## config.mk

```make
export PLATFORM = sky130hd
export DESIGN_NAME = plic_top
export DESIGN_NICKNAME = d
export VERILOG_FILES = /design/src/hw/bus_pkg.sv /design/src/hw/irq_pkg.sv /design/src/hw/claim_fsm.sv /design/src/hw/irq_gateway.sv /design/src/hw/irq_timer.sv /design/src/hw/plic_regs.sv /design/src/hw/plic_top.sv
export SDC_FILE = /design/constraint.sdc
export NUM_CORES = 1
export LEC_CHECK = 0
export ABC_AREA = 0
export BUFFER_PORTS_ARGS = -buffer_cell sky130_fd_sc_hd__buf_2
export CAP_MARGIN = 30
export CELL_PAD_IN_SITES_DETAIL_PLACEMENT = 0
export CELL_PAD_IN_SITES_GLOBAL_PLACEMENT = 1
export CORE_MARGIN = 5
export CORE_UTILIZATION = 43
export CTS_CLUSTER_DIAMETER = 150
export DETAILED_ROUTE_END_ITERATION = 8
export PLACE_DENSITY = 0.91
export SLEW_MARGIN = 25
export SYNTH_ARGS = -nofsm -noshare
export SYNTH_HDL_FRONTEND = slang
export SYNTH_HIERARCHICAL = 1
export SYNTH_SLANG_ARGS = --single-unit
```

## constraint.sdc

```tcl
create_clock -name i_clock -period 4.6 [get_ports i_clock]
set_input_delay 0.92 -clock i_clock [delete_from_list [all_inputs] [get_ports i_clock]]
set_output_delay 0.92 -clock i_clock [all_outputs]
set_load 0.02 [all_outputs]
```

## src/hw/bus_pkg.sv

```systemverilog
// peripheral bus types and register map
package bus_pkg;

	typedef logic [23:0] bus_addr_t;
	typedef logic [31:0] bus_data_t;

	// register addresses
	localparam bus_addr_t ADDR_ENABLE = 24'h002000;
	localparam bus_addr_t ADDR_CLAIM  = 24'h200004;
	localparam bus_addr_t ADDR_TIMER  = 24'h004000;

	// request as driven by the core, rw high for a write
	typedef struct packed {
		logic      request;
		logic      rw;
		bus_addr_t address;
		bus_data_t wdata;
	} bus_req_t;

	// one decoded command per accepted request
	typedef enum logic [2:0] {
		OP_NONE,
		OP_ENABLE_WRITE,
		OP_ENABLE_READ,
		OP_CLAIM,
		OP_COMPLETE,
		OP_TIMER_WRITE,
		OP_TIMER_READ
	} bus_op_t;

	typedef struct packed {
		bus_op_t   op;
		bus_data_t wdata;
	} reg_cmd_t;

endpackage

```

## src/hw/irq_pkg.sv

```systemverilog
// interrupt source types
package irq_pkg;

	localparam int NUM_SOURCES = 4;

	// timer counter and compare width
	localparam int TIMER_WIDTH = 16;

	// bit n is source n
	typedef logic [NUM_SOURCES-1:0] irq_vec_t;

	// 0 is no interrupt, source n reports id n+1
	typedef logic [2:0] irq_id_t;

	typedef enum logic {
		ST_IDLE,
		ST_CLAIMED
	} claim_state_t;

endpackage

```

## src/hw/claim_fsm.sv

```systemverilog
// claim and complete controller
`timescale 1ns/1ps

module claim_fsm (
	input  logic              i_clock,
	input  logic              i_reset,
	input  bus_pkg::reg_cmd_t i_cmd,
	input  irq_pkg::irq_vec_t i_pending,
	output irq_pkg::irq_id_t  o_grant_id,
	output irq_pkg::irq_vec_t o_clear,
	output logic              o_interrupt
);

	import bus_pkg::*;
	import irq_pkg::*;

	claim_state_t state;
	irq_id_t      claimed_id;
	irq_id_t      grant_id;
	irq_vec_t     grant_vec;
	logic         complete_hit;

	// lowest pending source wins, nothing granted while claimed
	always_comb begin
		grant_id  = '0;
		grant_vec = '0;
		if (state == ST_IDLE) begin
			for (int i = NUM_SOURCES - 1; i >= 0; i--) begin
				if (i_pending[i]) begin
					grant_id  = irq_id_t'(i + 1);
					grant_vec = irq_vec_t'(1) << i;
				end
			end
		end
	end

	assign complete_hit = (i_cmd.op == OP_COMPLETE)
		&& (i_cmd.wdata == bus_data_t'(claimed_id));

	always_ff @(posedge i_clock) begin
		if (i_reset) begin
			state      <= ST_IDLE;
			claimed_id <= '0;
		end else begin
			case (state)
				ST_IDLE: begin
					if (i_cmd.op == OP_CLAIM && grant_id != '0) begin
						state      <= ST_CLAIMED;
						claimed_id <= grant_id;
					end
				end
				ST_CLAIMED: begin
					// wrong ids are ignored
					if (complete_hit) begin
						state      <= ST_IDLE;
						claimed_id <= '0;
					end
				end
				default: begin
					state <= ST_IDLE;
				end
			endcase
		end
	end

	// clear lands in the gateway at the ready edge
	assign o_clear     = (i_cmd.op == OP_CLAIM) ? grant_vec : '0;
	assign o_grant_id  = grant_id;
	assign o_interrupt = (|i_pending) && (state == ST_IDLE);

	a_claimed_id_valid: assert property (
		@(posedge i_clock) disable iff (i_reset)
		(state == ST_CLAIMED) |-> (claimed_id != '0)
	) else $error("claimed state without a claimed id");

	a_clear_onehot: assert property (
		@(posedge i_clock) disable iff (i_reset)
		$onehot0(o_clear)
	) else $error("more than one pending bit cleared");

endmodule

```

## src/hw/irq_gateway.sv

```systemverilog
// interrupt edge gateway
`timescale 1ns/1ps

module irq_gateway (
	input  logic              i_clock,
	input  logic              i_reset,
	input  logic [2:0]        i_pins,
	input  logic              i_tick,
	input  irq_pkg::irq_vec_t i_enable,
	input  irq_pkg::irq_vec_t i_clear,
	output irq_pkg::irq_vec_t o_pending
);

	import irq_pkg::*;

	logic [2:0] pin_meta;
	logic [2:0] pin_sync;
	irq_vec_t   level;
	irq_vec_t   prev;
	irq_vec_t   rise;
	irq_vec_t   pending;

	// source 0 comes from the timer, already in this clock domain
	assign level = {pin_sync, i_tick};
	assign rise  = level & ~prev;

	// two flop synchronizer for the external pins
	always_ff @(posedge i_clock) begin
		if (i_reset) begin
			pin_meta <= '0;
			pin_sync <= '0;
		end else begin
			pin_meta <= i_pins;
			pin_sync <= pin_meta;
		end
	end

	always_ff @(posedge i_clock) begin
		if (i_reset) begin
			prev    <= '0;
			pending <= '0;
		end else begin
			prev <= level;
			// a new edge wins over a clear in the same cycle
			pending <= (pending & ~i_clear) | (rise & i_enable);
		end
	end

	assign o_pending = pending;

endmodule

```

## src/hw/irq_timer.sv

```systemverilog
// periodic interrupt timer
`timescale 1ns/1ps

module irq_timer (
	input  logic                            i_clock,
	input  logic                            i_reset,
	input  bus_pkg::reg_cmd_t               i_cmd,
	output logic [irq_pkg::TIMER_WIDTH-1:0] o_compare,
	output logic                            o_tick
);

	import bus_pkg::*;
	import irq_pkg::*;

	logic [TIMER_WIDTH-1:0] compare;
	logic [TIMER_WIDTH-1:0] count;
	logic                   wrap;

	// zero compare keeps the counter parked
	assign wrap = (compare != '0) && (count == compare);

	always_ff @(posedge i_clock) begin
		if (i_reset) begin
			compare <= '0;
			count   <= '0;
			o_tick  <= 1'b0;
		end else if (i_cmd.op == OP_TIMER_WRITE) begin
			// new period starts from zero
			compare <= i_cmd.wdata[TIMER_WIDTH-1:0];
			count   <= '0;
			o_tick  <= 1'b0;
		end else begin
			o_tick <= wrap;
			if (wrap) begin
				count <= '0;
			end else if (compare != '0) begin
				count <= count + 1'b1;
			end
		end
	end

	assign o_compare = compare;

	// a stopped timer raises no tick
	a_tick_needs_compare: assert property (
		@(posedge i_clock) disable iff (i_reset)
		o_tick |-> (compare != '0)
	) else $error("timer tick with zero compare value");

endmodule

```

## src/hw/plic_regs.sv

```systemverilog
// bus decode and register file
`timescale 1ns/1ps

module plic_regs (
	input  logic                            i_clock,
	input  logic                            i_reset,
	input  bus_pkg::bus_req_t               i_req,
	input  irq_pkg::irq_id_t                i_grant_id,
	input  logic [irq_pkg::TIMER_WIDTH-1:0] i_compare,
	output bus_pkg::reg_cmd_t               o_cmd,
	output irq_pkg::irq_vec_t               o_enable,
	output bus_pkg::bus_data_t              o_rdata,
	output logic                            o_ready
);

	import bus_pkg::*;
	import irq_pkg::*;

	logic      accept;
	bus_op_t   op;
	irq_vec_t  enable;
	bus_data_t rdata_next;

	// no new request during the ready cycle
	assign accept = i_req.request && !o_ready;

	always_comb begin
		op = OP_NONE;
		if (accept) begin
			case (i_req.address)
				ADDR_ENABLE: op = i_req.rw ? OP_ENABLE_WRITE : OP_ENABLE_READ;
				ADDR_CLAIM:  op = i_req.rw ? OP_COMPLETE : OP_CLAIM;
				ADDR_TIMER:  op = i_req.rw ? OP_TIMER_WRITE : OP_TIMER_READ;
				default:     op = OP_NONE;
			endcase
		end
	end

	// read data, zero for writes and unmapped addresses
	always_comb begin
		case (op)
			OP_ENABLE_READ: rdata_next = bus_data_t'({enable, 1'b0});
			OP_CLAIM:       rdata_next = bus_data_t'(i_grant_id);
			OP_TIMER_READ:  rdata_next = bus_data_t'(i_compare);
			default:        rdata_next = '0;
		endcase
	end

	always_ff @(posedge i_clock) begin
		if (i_reset) begin
			enable  <= '0;
			o_rdata <= '0;
			o_ready <= 1'b0;
		end else begin
			if (op == OP_ENABLE_WRITE) begin
				enable <= i_req.wdata[NUM_SOURCES:1];
			end
			o_rdata <= rdata_next;
			o_ready <= accept;
		end
	end

	assign o_cmd.op    = op;
	assign o_cmd.wdata = i_req.wdata;
	assign o_enable    = enable;

	a_ready_single: assert property (
		@(posedge i_clock) disable iff (i_reset)
		o_ready |=> !o_ready
	) else $error("ready held for two cycles");

endmodule

```

## src/hw/plic_top.sv

```systemverilog
// platform interrupt controller
`timescale 1ns/1ps

module plic_top (
	input  logic               i_clock,
	input  logic               i_reset,
	input  logic [2:0]         i_interrupt_pins,
	input  logic               i_request,
	input  logic               i_rw,
	input  bus_pkg::bus_addr_t i_address,
	input  bus_pkg::bus_data_t i_wdata,
	output bus_pkg::bus_data_t o_rdata,
	output logic               o_ready,
	output logic               o_interrupt
);

	import bus_pkg::*;
	import irq_pkg::*;

	bus_req_t               req;
	reg_cmd_t               cmd;
	irq_vec_t               enable;
	irq_vec_t               pending;
	irq_vec_t               clear;
	irq_id_t                grant_id;
	logic [TIMER_WIDTH-1:0] compare;
	logic                   tick;

	assign req = '{request: i_request, rw: i_rw, address: i_address, wdata: i_wdata};

	plic_regs u_regs (
		.i_clock    (i_clock),
		.i_reset    (i_reset),
		.i_req      (req),
		.i_grant_id (grant_id),
		.i_compare  (compare),
		.o_cmd      (cmd),
		.o_enable   (enable),
		.o_rdata    (o_rdata),
		.o_ready    (o_ready)
	);

	irq_timer u_timer (
		.i_clock   (i_clock),
		.i_reset   (i_reset),
		.i_cmd     (cmd),
		.o_compare (compare),
		.o_tick    (tick)
	);

	irq_gateway u_gateway (
		.i_clock   (i_clock),
		.i_reset   (i_reset),
		.i_pins    (i_interrupt_pins),
		.i_tick    (tick),
		.i_enable  (enable),
		.i_clear   (clear),
		.o_pending (pending)
	);

	claim_fsm u_claim (
		.i_clock     (i_clock),
		.i_reset     (i_reset),
		.i_cmd       (cmd),
		.i_pending   (pending),
		.o_grant_id  (grant_id),
		.o_clear     (clear),
		.o_interrupt (o_interrupt)
	);

endmodule

```

; ---- Word level (Yosys, flattened, before mapping)
; Cells that the tools add are included.
[word_totals]
input_bits = 63
output_inout_bits = 34
reg_bits = 88
[op_classes]
n_addsub = 1
muxes = 23
bitwise_logic = 7
n_eq_ne = 13
n_reduce_logical = 12
[ops]
columns = operator, n
row1 = $pmux W16 S3, 1
row2 = $eq A32 B3 Y1, 1
row3 = $mux W3, 9
row4 = $eq A24 B14 Y1 const B, 1
row5 = $eq A24 B15 Y1 const B, 1
row6 = $eq A24 B22 Y1 const B, 1
row7 = $mux W4, 6
row8 = $add A16 B1 Y16 const B, 1
row9 = $eq A16 B16 Y1, 1
row10 = $reduce_bool A16 Y1, 1
row11 = $and A4 B4 Y4, 3
row12 = $eq A3 B3 Y1 const B, 3
row13 = $pmux W3 S3, 1
row14 = $not A4 Y4, 2
row15 = $eq A3 B2 Y1 const B, 2
row16 = $pmux W3 S2, 1
row17 = $logic_and A1 B1 Y1, 5
row18 = $mux W2, 2
row19 = $ne A2 B2 Y1 const B, 2
row20 = $or A4 B4 Y4, 1
row21 = $reduce_or A4 Y1, 1
row22 = $eq A3 B1 Y1 const B, 1
row23 = $reduce_bool A3 Y1, 1
row24 = $reduce_or A3 Y1, 1
row25 = other kinds (6), 7

; ---- Logic depth before layout (Yosys ltp)
[depth]
word_depth = 9
ltp_mapped = 12
mapped_depth_nobuf = 10

; ---- Cells and area by module
; The synthesis kept the hierarchy.
[by_module_without_submodules]
columns = module, area_each_um2, seq_area_each_um2, cells_each, instances
row1 = irq_timer, 1621.6, 660.6, 186, 1
row2 = plic_regs, 1298.7, 420.4, 144, 1
row3 = irq_gateway, 462.9, 280.3, 37, 1
row4 = claim_fsm, 374.1, 80.1, 45, 1

; ---- Worst setup path before layout
; Ideal clock, no wire load.
[synth_path]
path_kind = input -> register
start = input port i_address[12]
end = register u_timer.compare[0], in the netlist u_timer/o_compare[0]
slack_ps = 1442
path_stages = 10
arrival_ps = 3088
n_path_buf = 2
path_cell_list = nor4_2 > nand2_1 > nor4b_4 > nor2_1 > nor3_1 > or2_1 > clkbuf_1 > clkbuf_1 > nand2_1 > a21oi_1
[synth_rtl]
columns = item, line
row1 = start: declaration, plic_top.sv:10  ; input bus_pkg::bus_addr_t i_address,
row2 = end signal: assignment, irq_timer.sv:29  ; compare <= i_cmd.wdata[TIMER_WIDTH-1:0];
row3 = end: declaration, irq_timer.sv:15  ; logic [TIMER_WIDTH-1:0] compare;

==> impl_results.md <==
- Outcome: finished, final reports clean
- Post-Synth Adder-Cell Area: 0.333%
- Tmin final: 3.28 ns
- CP Cell Sequence: buf_2 -> nor4_2 -> nand2_1 -> nor4b_4 -> nor2_1 -> nor3_1 -> or2_1 -> nand2b_4 -> o21bai_4 -> nor2_1
- Fin. Hold Viols: 0
- Avg Cell Area, Syn: about 9.1 sq um
- Register bit total from synthesis: 72
- Synth area leaders: dfxtp_1 38%, buf_4 9.6%, xor2_1 6.8%
- Slowest stage cell on the critical path: or2_1
- Die area: 10700 sq um
- Clk sinks: 72
- Yosys warning count: 6
- Via count: 2831
- Vias in the first global route: 2662
- Std cell rows: 34
- Fin Setup TNS: 0 ns
- Initial Util: 43.5%
- XOR/XNOR Fraction of Synth Area: around 8.2%
- Worst Clk Skew: 0.00735 ns
- # fillers: 856
- WHS: 0.439 ns
- Post-synth EDFFs: 0
- First-pass GRT wire length: 12600 um
- Pleak: 1.73 nW
- Worst slew pin tran: 0.822 ns
- Detailed Place HPWL: 6150 um
- Maximum vdd ir drop: 138 uV
- Relative slew slack: 45.2%
- Clock root buffer master: clkbuf_8
- Post-synth top cells: 72 x dfxtp_1, 51 x nand2_1, 48 x buf_4
- Die Wd: 103 um
- 1st-pass router iterations: 4
- Layout cells sized above 1: between 20 and 30%
- DRT antenna net count: 0
- Nets: 523
- Worst Path Arrival: between 3 and 4 ns
- Buffer and inverter count on the worst path: 1
- Initial antenna violation count: 0
- Crit share post-route: 71.2%
- Async SR Flop Fraction: 0%
- GP Congestion: between 0.8 and 0.9
- Yosys top cell by area: dfxtp_1
- H-tree level count: 3
- Largest net degree at the start of global routing: 42
- Clock Tree Buf Depth: 2
- Synth Area in Simple Gates: about a third
- Post-synthesis mux area share: 1.60%
- Yosys top cell area share: 38.4%
- Drt wl/cell: 13.8 um
- Fmax: 0.305 GHz
- CTS tree: yes
- Core footprint: approximately 8600 sq um
- Worst min path class: register to register
- Setup CP Type: primary input to register
- Synth-to-Final Area Change: 9.12%
- Register area share after synthesis: 38.4%
- Area of the multi-input gates: 1920 sq um
- GR Util All Layers: 15.2%
- Ys flop type: dfxtp_1
- Gr ovfl total: 0
- Post-Syn Area: 3760 sq um
- Residual DRC: 0
- Critical path's top delay family: simple AND/OR/NAND/NOR gates
- Largest family of logic cells by synthesized area: simple AND/OR/NAND/NOR gates
- Post-synthesis compound-gate area fraction: 7.23%
- Max-cap viol count: 0
- Post-CTS resize count: 0
- Die H: 103 um
- Cell area power density: 276 nW/um^2
- Inserted Clock Buffers: 9
- Setup Fix Bufs, Post-CTS: 0
- Initial DRC count: 230
- Most used cell, CP: nor2_1
- CTS clk-pin slew, worst paths: 0.07 ns
- I/O Buffers: 80
- Crit. End Element: register
- Synth Instances: 412
- Total Wirelength: 7890 um
- Required time worst endpoint: between 4 and 5 ns
- FF/Latch Area: approximately 1400 sq um
- DR vias/cell: 4.95
- Yosys cell types: 52
- Unrepaired setup endpoints after global routing: false
- Biggest cell delay along the critical path: 0.57 ns
- Worst-Skew Late Latency: approximately 0.33 ns
- Antenna diodes: 0
- Cts hold-fix bufs: 0
- Most common cell in the synthesized netlist: dfxtp_1
- I/O Pins: 97
- Setup crit start kind: primary input
- Max FO, Critical Path: 17
- Pins over their slew limit: 0
- Final setup fails: 0
-- sequential cells by signal (all words and copies together) (netlist names) --
name                 flops
u_regs/o_enable          4
u_claim/claimed_id       3
u_gateway/pin_meta       3
u_claim/state            1
u_regs/o_rdata          16
u_gateway/prev           4
u_gateway/o_pending      4
u_timer/o_compare       16
u_timer/o_tick           1
u_gateway/pin_sync       3
u_regs/o_ready           1
u_timer/count           16
-- cell type report --
class | count | share of cell area [%]
inverters | 6 | 0.549
multi-input cells | 288 | 46.9
flip-flops and latches | 72 | 35.2
clock inverters | 3 | 0.427
well taps | 108 | 3.30
clock buffers | 13 | 3.63
repair buffers | 82 | 10.1
-- kinds of logic (layout without fill, tap and decap cells) --
group | after synthesis | after routing
compound gates | 39 | 39
xor+xnor | 35 | 35
fa+ha+maj | 1 | 1
buf+inv | 67 | 104
flops | 72 | 72
mux | 6 | 6
other cells | 1 | 16
simple gates | 191 | 191
-- worst reg2reg max path, cell delays in order (launching register included) --
cell	delay [ns]
dfxtp_1	0.32
nand2b_1	0.23
nor3_1	0.48
or2_1	0.58
nand2b_4	0.08
o21bai_4	0.28
nor2_1	0.15
-- power by group --
| group | leakage [nW] | internal, mW | switching [mW] | total (mW) |
|---|---|---|---|---|
| sequential | 0.581 | 0.627 | 0.00103 | 0.628 |
| clock | 0.0834 | 0.209 | 0.220 | 0.430 |
| combinational | 1.06 | 0.0304 | 0.0448 | 0.0752 |
-- placed cells by master, fill, tap and decap left out, types with 5 or more instances in the layout --
cell type and count:
buf_2 81, dfxtp_1 72, nand2_1 51, nor2_1 32
xor2_1 29, a21oi_1 22, conb_1 16, and3_1 13
nor4_1 12, nand3_1 11, clkbuf_8 10, nor3_1 9
nand4_1 9, nor4_4 8, xnor2_1 6, nor2b_2 6
mux2i_1 6, inv_1 5, a21oi_2 5, nand2b_1 5
-- routing by layer --
| layer | vias to the layer above | track usage [%] | routed length, um |
|---|---|---|---|
| met2 | 99 | 21.8 | 3200 |
| li1 | 1449 | - | - |
| met3 | 15 | 2.55 | 650 |
| met4 | 0 | 6.37 | 184 |
| met1 | 1268 | 22.3 | 3860 |
| met5 | - | 0 | 0 |
-- metrics by stage --
step | cells | utilization, % | total power [mW] | worst slack, ns | instance area (sq um)
2_1_floorplan | 427 | - | 0.710 | 1.44 | 3810
3_3_place_gp | 554 | 45.4 | 0.716 | 1.08 | 3920
3_5_place_dp | 554 | 45.4 | 0.717 | 0.968 | 3920
4_1_cts | 570 | 47.3 | 1.15 | 1.32 | 4090
5_1_grt | 572 | 47.5 | 1.19 | 1.06 | 4100
6_report | 572 | 47.5 | 1.13 | 1.32 | 4100
-- final timing paths --
check                              from                    end  cells after the start  slack (ns)
hold reg to reg   u_gateway/pin_meta[2]  u_gateway/pin_sync[2]                      1        0.44
setup reg to reg         u_regs/o_ready       u_timer/count[3]                      6        2.42
setup / recovery           i_address[4]       u_timer/count[3]                     10        1.32
hold / removal    u_gateway/pin_meta[2]  u_gateway/pin_sync[2]                      1        0.44
(Power assumes the default switching activity.)
